===== src/hw/cpu_pkg.sv =====
`default_nettype none

package cpu_pkg;

  //////////////////////////////
  // widths
  //////////////////////////////
  localparam int data_width    = 32;
  localparam int num_regs_log2 = 5;
  localparam int num_regs      = 2 ** num_regs_log2;
  localparam int instr_width   = 32;
  localparam int opcode_width  = 6;
  localparam int imm_width     = 16;
  localparam int shamt_width   = 5;

  // instruction field positions
  localparam int opcode_lsb = 26;
  localparam int rs_lsb     = 21;
  localparam int rt_lsb     = 16;
  localparam int rd_lsb     = 11;
  localparam int shamt_lsb  = 6;
  localparam int imm_lsb    = 0;

  typedef logic [data_width-1:0]    data_t;
  typedef logic [instr_width-1:0]   instr_t;
  typedef logic [num_regs_log2-1:0] reg_addr_t;
  typedef logic [imm_width-1:0]     imm_t;
  typedef logic [shamt_width-1:0]   shamt_t;

  //////////////////////////////
  // encodings
  //////////////////////////////

  // r-type ops write rd, i-type ops write rt
  typedef enum logic [opcode_width-1:0] {
    op_nop  = 6'd0,
    op_add  = 6'd1,
    op_sub  = 6'd2,
    op_and  = 6'd3,
    op_or   = 6'd4,
    op_slt  = 6'd5,
    op_sll  = 6'd6,
    op_addi = 6'd7,
    op_ori  = 6'd8,
    op_halt = 6'd63
  } opcode_e;

  typedef enum logic [2:0] {
    alu_add,
    alu_sub,
    alu_and,
    alu_or,
    alu_slt,
    alu_sll
  } alu_op_e;

  typedef enum logic [1:0] {
    fetch_idle,
    fetch_run,
    fetch_halted
  } fetch_state_e;

endpackage

`default_nettype wire


===== src/hw/fetch_stage.sv =====
`timescale 1ns/1ns
`default_nettype none

module fetch_stage #(
  parameter int pc_width = 6
) (
  input  wire                  clk,
  input  wire                  reset,
  input  wire                  run,
  input  wire                  imem_write,
  input  wire [pc_width-1:0]   imem_addr,
  input  wire cpu_pkg::instr_t imem_data,
  output logic                 fd_valid,
  output cpu_pkg::instr_t      fd_instr,
  output logic                 halted
);

  localparam int imem_depth = 2 ** pc_width;

  cpu_pkg::instr_t       imem [imem_depth];
  cpu_pkg::instr_t       cur_instr;
  cpu_pkg::fetch_state_e state;
  logic [pc_width-1:0]   pc;
  logic                  is_halt;
  logic                  issue;

  // program load, only used while run is low
  always_ff @(posedge clk) begin
    if (imem_write) begin
      imem[imem_addr] <= imem_data;
    end
  end

  assign cur_instr = imem[pc];
  assign is_halt   = (cur_instr[cpu_pkg::opcode_lsb +: cpu_pkg::opcode_width] == cpu_pkg::op_halt);

  // first edge with run high already issues, even from idle
  assign issue  = run && (state != cpu_pkg::fetch_halted);
  assign halted = (state == cpu_pkg::fetch_halted);

  //////////////////////////////
  // fetch state machine
  //////////////////////////////
  always_ff @(posedge clk) begin
    if (reset) begin
      state <= cpu_pkg::fetch_idle;
    end else begin
      case (state)
        cpu_pkg::fetch_idle, cpu_pkg::fetch_run: begin
          if (!run) begin
            state <= cpu_pkg::fetch_idle;
          end else if (is_halt) begin
            state <= cpu_pkg::fetch_halted;
          end else begin
            state <= cpu_pkg::fetch_run;
          end
        end
        // stays here until reset
        cpu_pkg::fetch_halted: state <= cpu_pkg::fetch_halted;
        default: state <= cpu_pkg::fetch_idle;
      endcase
    end
  end

  always_ff @(posedge clk) begin
    if (reset) begin
      pc       <= '0;
      fd_valid <= 1'b0;
    end else begin
      fd_valid <= issue;
      if (issue) begin
        pc <= pc + pc_width'(1);
      end
    end
  end

  // fetch/decode payload
  always_ff @(posedge clk) begin
    fd_instr <= cur_instr;
  end

endmodule

`default_nettype wire


===== src/hw/decode_stage.sv =====
`timescale 1ns/1ns
`default_nettype none

module decode_stage (
  input  wire                     clk,
  input  wire                     reset,
  input  wire                     fd_valid,
  input  wire cpu_pkg::instr_t    fd_instr,
  input  wire                     wb_valid,
  input  wire cpu_pkg::reg_addr_t wb_reg,
  input  wire cpu_pkg::data_t     wb_data,
  output logic                    de_valid,
  output cpu_pkg::alu_op_e        de_alu_op,
  output logic                    de_alu_src,
  output logic                    de_reg_write,
  output cpu_pkg::reg_addr_t      de_dest,
  output cpu_pkg::reg_addr_t      de_rs,
  output cpu_pkg::reg_addr_t      de_rt,
  output cpu_pkg::data_t          de_rs_data,
  output cpu_pkg::data_t          de_rt_data,
  output cpu_pkg::imm_t           de_imm,
  output cpu_pkg::shamt_t         de_shamt
);

  cpu_pkg::opcode_e   opcode;
  cpu_pkg::reg_addr_t rs;
  cpu_pkg::reg_addr_t rt;
  cpu_pkg::reg_addr_t rd;
  cpu_pkg::reg_addr_t dest;
  cpu_pkg::imm_t      imm;
  cpu_pkg::shamt_t    shamt;
  cpu_pkg::alu_op_e   alu_op;
  logic               alu_src;
  logic               reg_dst;
  logic               writes;
  logic               reg_write;
  cpu_pkg::data_t     regs [cpu_pkg::num_regs];
  cpu_pkg::data_t     rs_data;
  cpu_pkg::data_t     rt_data;

  // field split
  assign opcode = cpu_pkg::opcode_e'(fd_instr[cpu_pkg::opcode_lsb +: cpu_pkg::opcode_width]);
  assign rs     = fd_instr[cpu_pkg::rs_lsb +: cpu_pkg::num_regs_log2];
  assign rt     = fd_instr[cpu_pkg::rt_lsb +: cpu_pkg::num_regs_log2];
  assign rd     = fd_instr[cpu_pkg::rd_lsb +: cpu_pkg::num_regs_log2];
  assign shamt  = fd_instr[cpu_pkg::shamt_lsb +: cpu_pkg::shamt_width];
  assign imm    = fd_instr[cpu_pkg::imm_lsb +: cpu_pkg::imm_width];

  //////////////////////////////
  // control decode
  //////////////////////////////
  always_comb begin
    alu_op  = cpu_pkg::alu_add;
    alu_src = 1'b0;
    reg_dst = 1'b0;
    writes  = 1'b0;
    case (opcode)
      cpu_pkg::op_add, cpu_pkg::op_sub, cpu_pkg::op_and,
      cpu_pkg::op_or, cpu_pkg::op_slt, cpu_pkg::op_sll: begin
        reg_dst = 1'b1;
        writes  = 1'b1;
      end
      cpu_pkg::op_addi, cpu_pkg::op_ori: begin
        alu_src = 1'b1;
        writes  = 1'b1;
      end
      // nop, halt and unused codes write nothing
      default: writes = 1'b0;
    endcase
    case (opcode)
      cpu_pkg::op_sub:                alu_op = cpu_pkg::alu_sub;
      cpu_pkg::op_and:                alu_op = cpu_pkg::alu_and;
      cpu_pkg::op_or, cpu_pkg::op_ori: alu_op = cpu_pkg::alu_or;
      cpu_pkg::op_slt:                alu_op = cpu_pkg::alu_slt;
      cpu_pkg::op_sll:                alu_op = cpu_pkg::alu_sll;
      default:                        alu_op = cpu_pkg::alu_add;
    endcase
  end

  assign dest      = reg_dst ? rd : rt;
  assign reg_write = writes && (dest != '0);

  //////////////////////////////
  // register file
  //////////////////////////////
  always_ff @(posedge clk) begin
    if (reset) begin
      for (int i = 0; i < cpu_pkg::num_regs; i++) begin
        regs[i] <= '0;
      end
    end else if (wb_valid) begin
      regs[wb_reg] <= wb_data;
    end
  end

  // r0 reads zero
  // same-cycle write passes straight through
  function automatic cpu_pkg::data_t read_port(cpu_pkg::reg_addr_t addr);
    cpu_pkg::data_t value;
    if (addr == '0) begin
      value = '0;
    end else if (wb_valid && (wb_reg == addr)) begin
      value = wb_data;
    end else begin
      value = regs[addr];
    end
    return value;
  endfunction

  always_comb begin
    rs_data = read_port(rs);
    rt_data = read_port(rt);
  end

  // decode/execute register
  always_ff @(posedge clk) begin
    if (reset) begin
      de_valid     <= 1'b0;
      de_reg_write <= 1'b0;
    end else begin
      de_valid     <= fd_valid;
      de_reg_write <= reg_write;
    end
  end

  always_ff @(posedge clk) begin
    de_alu_op  <= alu_op;
    de_alu_src <= alu_src;
    de_dest    <= dest;
    de_rs      <= rs;
    de_rt      <= rt;
    de_rs_data <= rs_data;
    de_rt_data <= rt_data;
    de_imm     <= imm;
    de_shamt   <= shamt;
  end

endmodule

`default_nettype wire


===== src/hw/execute_stage.sv =====
`timescale 1ns/1ns
`default_nettype none

module execute_stage (
  input  wire                     clk,
  input  wire                     reset,
  input  wire                     de_valid,
  input  wire cpu_pkg::alu_op_e   de_alu_op,
  input  wire                     de_alu_src,
  input  wire                     de_reg_write,
  input  wire cpu_pkg::reg_addr_t de_dest,
  input  wire cpu_pkg::reg_addr_t de_rs,
  input  wire cpu_pkg::reg_addr_t de_rt,
  input  wire cpu_pkg::data_t     de_rs_data,
  input  wire cpu_pkg::data_t     de_rt_data,
  input  wire cpu_pkg::imm_t      de_imm,
  input  wire cpu_pkg::shamt_t    de_shamt,
  output logic                    wb_valid,
  output cpu_pkg::reg_addr_t      wb_reg,
  output cpu_pkg::data_t          wb_data
);

  logic           fwd_a;
  logic           fwd_b;
  cpu_pkg::data_t op_a;
  cpu_pkg::data_t op_b;
  cpu_pkg::data_t src_b;
  cpu_pkg::data_t alu_result;

  //////////////////////////////
  // forwarding
  //////////////////////////////

  // previous instruction's result sits in the wb register
  // wb_valid already excludes r0 and non-writing ops
  assign fwd_a = wb_valid && (wb_reg == de_rs);
  assign fwd_b = wb_valid && (wb_reg == de_rt);

  assign op_a = fwd_a ? wb_data : de_rs_data;
  assign op_b = fwd_b ? wb_data : de_rt_data;

  // zero-extended immediate for i-type
  assign src_b = de_alu_src ? cpu_pkg::data_t'(de_imm) : op_b;

  //////////////////////////////
  // alu
  //////////////////////////////
  always_comb begin
    case (de_alu_op)
      cpu_pkg::alu_add: alu_result = op_a + src_b;
      cpu_pkg::alu_sub: alu_result = op_a - src_b;
      cpu_pkg::alu_and: alu_result = op_a & src_b;
      cpu_pkg::alu_or:  alu_result = op_a | src_b;
      // signed compare, result is 1 or 0
      cpu_pkg::alu_slt: alu_result = cpu_pkg::data_t'($signed(op_a) < $signed(src_b));
      // shifts rt, rs is ignored
      cpu_pkg::alu_sll: alu_result = src_b << de_shamt;
      default:          alu_result = '0;
    endcase
  end

  // execute/writeback register
  always_ff @(posedge clk) begin
    if (reset) begin
      wb_valid <= 1'b0;
    end else begin
      wb_valid <= de_valid && de_reg_write;
    end
  end

  always_ff @(posedge clk) begin
    wb_reg  <= de_dest;
    wb_data <= alu_result;
  end

endmodule

`default_nettype wire


===== src/hw/cpu_top.sv =====
`timescale 1ns/1ns
`default_nettype none

module cpu_top #(
  parameter int pc_width = 6
) (
  input  wire                  clk,
  input  wire                  reset,
  input  wire                  run,
  input  wire                  imem_write,
  input  wire [pc_width-1:0]   imem_addr,
  input  wire cpu_pkg::instr_t imem_data,
  output logic                 wb_valid,
  output cpu_pkg::reg_addr_t   wb_reg,
  output cpu_pkg::data_t       wb_data,
  output logic                 halted
);

  // fetch to decode
  logic               fd_valid;
  cpu_pkg::instr_t    fd_instr;

  // decode to execute
  logic               de_valid;
  cpu_pkg::alu_op_e   de_alu_op;
  logic               de_alu_src;
  logic               de_reg_write;
  cpu_pkg::reg_addr_t de_dest;
  cpu_pkg::reg_addr_t de_rs;
  cpu_pkg::reg_addr_t de_rt;
  cpu_pkg::data_t     de_rs_data;
  cpu_pkg::data_t     de_rt_data;
  cpu_pkg::imm_t      de_imm;
  cpu_pkg::shamt_t    de_shamt;

  fetch_stage #(
    .pc_width(pc_width)
  ) fetch (
    .clk(clk),
    .reset(reset),
    .run(run),
    .imem_write(imem_write),
    .imem_addr(imem_addr),
    .imem_data(imem_data),
    .fd_valid(fd_valid),
    .fd_instr(fd_instr),
    .halted(halted)
  );

  // wb port doubles as the register file write port
  decode_stage decode (
    .clk(clk),
    .reset(reset),
    .fd_valid(fd_valid),
    .fd_instr(fd_instr),
    .wb_valid(wb_valid),
    .wb_reg(wb_reg),
    .wb_data(wb_data),
    .de_valid(de_valid),
    .de_alu_op(de_alu_op),
    .de_alu_src(de_alu_src),
    .de_reg_write(de_reg_write),
    .de_dest(de_dest),
    .de_rs(de_rs),
    .de_rt(de_rt),
    .de_rs_data(de_rs_data),
    .de_rt_data(de_rt_data),
    .de_imm(de_imm),
    .de_shamt(de_shamt)
  );

  execute_stage execute (
    .clk(clk),
    .reset(reset),
    .de_valid(de_valid),
    .de_alu_op(de_alu_op),
    .de_alu_src(de_alu_src),
    .de_reg_write(de_reg_write),
    .de_dest(de_dest),
    .de_rs(de_rs),
    .de_rt(de_rt),
    .de_rs_data(de_rs_data),
    .de_rt_data(de_rt_data),
    .de_imm(de_imm),
    .de_shamt(de_shamt),
    .wb_valid(wb_valid),
    .wb_reg(wb_reg),
    .wb_data(wb_data)
  );

endmodule

`default_nettype wire


===== config.mk =====
export PLATFORM = sky130hd
export DESIGN_NAME = cpu_top
export DESIGN_NICKNAME = d
export VERILOG_FILES = /design/src/hw/cpu_pkg.sv /design/src/hw/fetch_stage.sv /design/src/hw/decode_stage.sv /design/src/hw/execute_stage.sv /design/src/hw/cpu_top.sv
export SDC_FILE = /design/constraint.sdc
export NUM_CORES = 2
export LEC_CHECK = 0
export BUFFER_PORTS_ARGS = -buffer_cell sky130_fd_sc_hd__buf_2
export CAP_MARGIN = 5
export CORE_UTILIZATION = 50
export DETAILED_ROUTE_END_ITERATION = 10
export GPL_ROUTABILITY_DRIVEN = 0
export HOLD_SLACK_MARGIN = 0.06
export PLACE_DENSITY = 0.63
export SLEW_MARGIN = 10
export SYNTH_ARGS = -nofsm -noshare
export SYNTH_HDL_FRONTEND = slang
export SYNTH_SLANG_ARGS = --single-unit

===== constraint.sdc =====
create_clock -name clk -period 5.7 [get_ports clk]
set_clock_uncertainty 0.1 [all_clocks]
set_input_delay 0.285 -clock clk [delete_from_list [all_inputs] [get_ports clk]]
set_output_delay 0.285 -clock clk [all_outputs]
set_load 0.02 [all_outputs]

# Word-level counts from Yosys, hierarchy flattened
# Memories as Yosys holds them, arrays and structs flattened. A register that Yosys moved wholly into a read port is not among the register bits.
# Index checks and enable logic that the tools add are counted.
[word_totals] rom_bits=0 ram_bits=3072 elab_cells=92 mem_count=2 out_inout_bits=39 latchBits=0 register_bits=185
[op_classes] n_bitwise=2 mux=26 n_addsub=3 multipliers=0 n_reduce_logical=18 eq_ne=21 shifts=1 order_cmp=1 div_mod_pow=0
[mem_list] memory="fetch.imem" words=64 width=32 read_ports=1 rd_ports_with_merged_regs=1 write_ports=1 line_no="fetch_stage.sv:20" source="cpu_pkg::instr_t imem [imem_depth];"
[mem_list] memory="decode.regs" words=32 width=32 read_ports=2 rd_ports_with_merged_regs=2 write_ports=32 line_no="decode_stage.sv:37" source="cpu_pkg::data_t regs [cpu_pkg::num_regs];"
[op_table] op="$mux 32" count=6
[op_table] op="$pmux 32 s6" count=1
[op_table] op="$add 32x32->32" count=1
[op_table] op="$and 32x32->32" count=1
[op_table] op="$lt 32x32->1" count=1
[op_table] op="$or 32x32->32" count=1
[op_table] op="$reduce_or 32->1" count=1
[op_table] op="$shl 32x5->32" count=1
[op_table] op="$sub 32x32->32" count=1
[op_table] op="$eq 6x3->1 const B" count=4
[op_table] op="$eq 5x5->1" count=4
[op_table] op="$pmux 3 s5" count=1
[op_table] op="$eq 6x2->1 const B" count=2
[op_table] op="$mux 6" count=2
[op_table] op="$mux 1" count=11
[op_table] op="$logic_not 5->1" count=2
[op_table] op="$mux 5" count=2
[op_table] op="$reduce_or 8->1" count=1
[op_table] op="$logic_and 1x1->1" count=7
[op_table] op="$add 6x1->6 const B" count=1
[op_table] op="$eq 3x2->1 const B" count=2
[op_table] op="$eq 3x3->1 const B" count=2
[op_table] op="$eq 6x1->1 const B" count=1
[op_table] op="$eq 6x4->1 const B" count=1
[op_table] op="12 further kinds" count=15

# Depth between registers and ports, before layout
[logic_depth] depth_word=6 ltp_mapped=21

# Modules after synthesis
# From an unflattened synthesis, not the netlist that was laid out.
[unflattened] hier_cells=8133 area_unflattened_um2=145766.1
[modules_own_cells] mod="fetch_stage" cells_per_inst=3193 seq_area_each_um2=62439.9 area_each_um2=79371.1 n_inst=1
[modules_own_cells] mod="decode_stage" cells_per_inst=3727 seq_area_each_um2=32771.4 area_each_um2=57243.7 n_inst=1
[modules_own_cells] mod="execute_stage" cells_per_inst=1213 seq_area_each_um2=760.7 area_each_um2=9151.3 n_inst=1

# Least setup slack after synthesis
# Ideal clock, no wire load.
[synth_timing] path_kind="register to register" from="register execute.wb_reg[2]" to="register execute.wb_data[30]" n_path_buf=3 stages_incl_launch_ff=19 setup_time_ns=0.129 arrival_time_ns=4.366 slack_ns=1.105 required_ns=5.471 synth_period_minus_slack_ns=4.595 path_cell_list="dfxtp_1 -> xor2_1 -> nor4_1 -> and3_1 -> clkbuf_1 -> buf_1 -> mux2_2 -> ha_1 -> clkbuf_1 -> nor4_1 -> nand2_1 -> o311ai_1 -> o21ai_0 -> a211o_1 -> a21oi_1 -> o211ai_1 -> mux2_1 -> nand2_1 -> nand4_1"
[synth_between] elab_chain_cells=6
[synth_lines] element="start: declaration" line_no="execute_stage.sv:19" source="output cpu_pkg::reg_addr_t wb_reg,"
[synth_lines] element="start signal: assignment" line_no="execute_stage.sv:72" source="wb_reg <= de_dest;"
[synth_lines] element="$eq 5x5->1" line_no="execute_stage.sv:37" source="assign fwd_b = wb_valid && (wb_reg == de_rt);"
[synth_lines] element="$logic_and 1x1->1" line_no="execute_stage.sv:37"
[synth_lines] element="$mux 32" line_no="execute_stage.sv:40" source="assign op_b = fwd_b ? wb_data : de_rt_data;"
[synth_lines] element="$mux 32" line_no="execute_stage.sv:43" source="assign src_b = de_alu_src ? cpu_pkg::data_t'(de_imm) : op_b;"
[synth_lines] element="$sub 32x32->32 (tied with other cells)" line_no="execute_stage.sv:51" source="cpu_pkg::alu_sub: alu_result = op_a - src_b;"
[synth_lines] element="$pmux 32 s6 (*)" line_no="execute_stage.sv:49" source="case (de_alu_op)"
[synth_lines] element="via execute.alu_result[30]" line_no="execute_stage.sv:28" source="cpu_pkg::data_t alu_result;"
[synth_lines] element="end signal: assignment" line_no="execute_stage.sv:73" source="wb_data <= alu_result;"
[synth_lines] element="end: declaration" line_no="execute_stage.sv:20" source="output cpu_pkg::data_t wb_data"
# Mark *: on every way through the listed nets, which the timed path passes. The rest lies on a longest branch.
# A chain may end at the register's enable or synchronous reset.

# Worst setup path after layout
[layout_timing] from="register execute.wb_reg[3]" to="register execute.wb_data[27]"
# The elaborated chain is that of the path after synthesis.

==> impl_metrics.yaml <==
critical_path:
  cp.arrival_ns: 6.16
  crit_type: "flop to flop"
  reg2reg_depth: 16
  cpPeakStageDelay_ns: 0.62
  crit_slowest_cell: "dfxtp_1"
  startpoint_type: "flop"
  critPathRequiredTime_ns: 6.37
  path_cells: "xor2_1 -> nor4_1 -> and3_2 -> buf_4 -> mux2_2 -> ha_1 -> nand2b_1 -> a211oi_1 -> nor4_1 -> o22ai_1 -> a21oi_1 -> a22o_1 -> nor2_1 -> mux2_2 -> a22oi_1 -> nand3_1"
  cp_max_fo: 22
  cp-end-kind: "flop"
logic_synthesis:
  syn_area_sq_um: 145000
  synth_ff_type: "edfxtp_1"
  ys_async_sr_fraction_pct: 0
  synth_enable_flop_cells: 3072
  ys_seq_area_share_pct: 66.3
  syn-mean-instance-area_sq_um: 18.6
  synth_top_cell_by_area: "edfxtp_1"
  syn-num-nets: 7903
  synth_top_area_share_pct: 63.8
  synthMuxAreaShare_pct: 21.9
  yosys.area_share.simple_pct: 6.42
  synth_cell_types: 81
  synth_top_family_by_area: "multiplexers"
  ys_warn_count: 0
  synth_xor_xnor_area_share_pct: 0.344
  ys_seq_elements: 3258
  synthTopCellsByArea: "edfxtp_1 (64%), mux4_2 (21%), and2_1 (4.5%), dfxtp_1 (2.6%), clkbuf_1 (1.3%)"
  synth_adder_area_share_pct: 0.884
  synth_compound_area_share_pct: 2.05
  synthCells: 7760
pwr:
  p_leak_nw: 53.3
  powerDensity_nw_per_um2: 371
  fin_total_pwr_mw: 60.1
  vdd_drop_max_v: 0.000363
detailed_routing:
  ant_nets: 0
  viasPerCell: 6.58
  drc: 6
  drtPass1Iterations: 9
  drt_iter0_markers: 10232
  wire_per_inst_microns: 36.1
  vias: 78651
  routed_wl_microns: 431000
global_routing:
  grt_max_degree: 81
  overflow: 0
  grt_usage_pct: 29.6
  first_global_vias: 79524
  grt_pass1_wl_microns: 606000
  antenna_found_initial: 31
clock_network:
  cts_setup_buffers: 0
  cts_tree: "built"
  clkSlewWorstSetupHoldPaths_ns: 0.06
  cts_htree_levels: 5
  cts_buffer_depth: 4
  cts_buffers: 344
  cts.sinks: 3258
  cts-root-buf: "clkbuf_16"
  clock_latency_ns: 0.95
cells_and_area:
  largest_register: "fetch.imem"
  mostFrequentLayoutCell: "edfxtp_1"
  area_delta_synth_final_pct: 11.9
  top_regs: "fetch.imem (2048), decode.regs (1024)"
  layout_common_cells: "edfxtp_1 (3072), mux4_2 (1319), and2_1 (1032)"
  largest_reg_flops: 2048
  final_util_pct: 56.2
  fin_area_sq_um: 162000
  drive_gt1_share_pct: 29.8
  nets: 8016
  final_cells: 11944
timing:
  finalHoldViolations: 0
  setup_tns_ns: 0
  finalCritPeriodShare_pct: 96.2
  setup_viol: 0
  timing.fmax_ghz: 0.182
  final_max_slew_viol_count: 0
  period_needed_ns: 5.48
  relSlewSlack_pct: 18.0
  whs_ns: 0.152
  rsz0062_at_grt: "no"
  finalWorstSetupSlack_ns: 0.218
  worst_slew_pin_slew_ns: 1.22
floorplanning:
  dieWidth_microns: 540
  die_area_sq_um: 291000
  rows: 197
  start_util_pct: 50.2
  die_h_microns: 540
  fp.coreArea_sq_um: 288000
  pin_count: 81
worst_hold_path:
  hold_depth: 3
  hold_path.class: "input pin to flop"
placed_design:
  place_inst: 11271
  placed_area_sq_um: 151000
  pre_cts_ws_ns: 0.181
  portBuffers: 80
  dp_hpwl_microns: 254000
outcome:
  status: "finished, violations left"
  violations: "design-rule violations"
flow_run:
  drv_cap: 0
[timing repair]
item,in CTS,in global routing
hold endpoints to repair,1905,0
resized for setup,0,6
hold buffers,37,0
endpoints found under the setup margin,0,9
[cell families (layout without fill, tap and decap cells)]
group	after synthesis	in the layout
xor gates and xnor gates	56	56
DFF	3258	3258
AOI/OAI and AO/OA	443	443
adders and majority gates	101	101
muxes	1508	1508
buffers and inverters	740	1132
and+or+nand+nor	1654	1654
other	0	11
[cells in the mapped netlist (all sizes together), types with 8 or more instances]
| cell type | count |
|---|---|
| nand3b | 9 |
| o221ai | 11 |
| nor2 | 294 |
| o211ai | 18 |
| edfxtp | 3072 |
| and2 | 1032 |
| xnor2 | 34 |
| o21bai | 14 |
| a21o | 19 |
| or3 | 8 |
| nand2b | 12 |
| mux2 | 65 |
| nand4 | 12 |
| o22ai | 14 |
| buf | 159 |
| nand2 | 122 |
| or2 | 37 |
| nand3 | 46 |
| mux4 | 1319 |
| inv | 95 |
| a21oi | 99 |
| nor4 | 17 |
| a31oi | 21 |
| nor2b | 15 |
| a221oi | 15 |
| clkbuf | 485 |
| nor3 | 22 |
| mux2i | 124 |
| xor2 | 22 |
| a211oi | 74 |
| ha | 99 |
| o21ai | 86 |
| dfxtp | 186 |
| and3 | 8 |
[layer usage]
metal	wire length [microns]	GRT usage [%]	part of all wire (%)
met5	131	0	0.030
met4	22100	13.3	5.1
met2	210000	48.4	49
met3	37100	5.19	8.6
met1	162000	39.2	38
[area by class of cell]
cell class                 instances  area [sq um]
clock inverter                   199          1710
fill                           21549        126000
antenna                           11          27.5
multi-input combinational       3762         46500
clock buffer                     426          9250
sequential                      3258         96000
tap                             3781          4730
inverter                          96           360
timing repair buffer             411          3330
[critical path: cells and delay by family, from the launching register on]
family	cells	cell delay, ns
AO/OA/AOI/OAI	5	1.39
multiplexers	2	0.78
XOR/XNOR	1	0.12
AND/OR/NAND/NOR	6	1.48
flip-flops	1	0.62
adder cells (fa/ha/maj)	1	0.43
buffers and inverters	1	0.41
[where the power goes]
group / total, mW / switching [mW] / internal [mW] / leakage, nW
Clock: 22.1 / 9.45 / 12.6 / 5.40
Combinational: 10.4 / 6.57 / 3.84 / 17.3
Sequential: 27.6 / 0.775 / 26.8 / 30.6
Total: 60.1 / 16.8 / 43.3 / 53.3
[final timing paths]
check | startpoint | endpoint | slack (ns)
hold / removal | imem_addr[1] | fetch.imem[3][8] | 0.15
setup reg to reg | execute.wb_reg[3] | execute.wb_data[27] | 0.22
setup / recovery | execute.wb_reg[3] | execute.wb_data[27] | 0.22
hold reg to reg | fetch.fd_instr[5] | decode.de_imm[5] | 0.24
No activity file was read; power rests on OpenSTA's default activity.
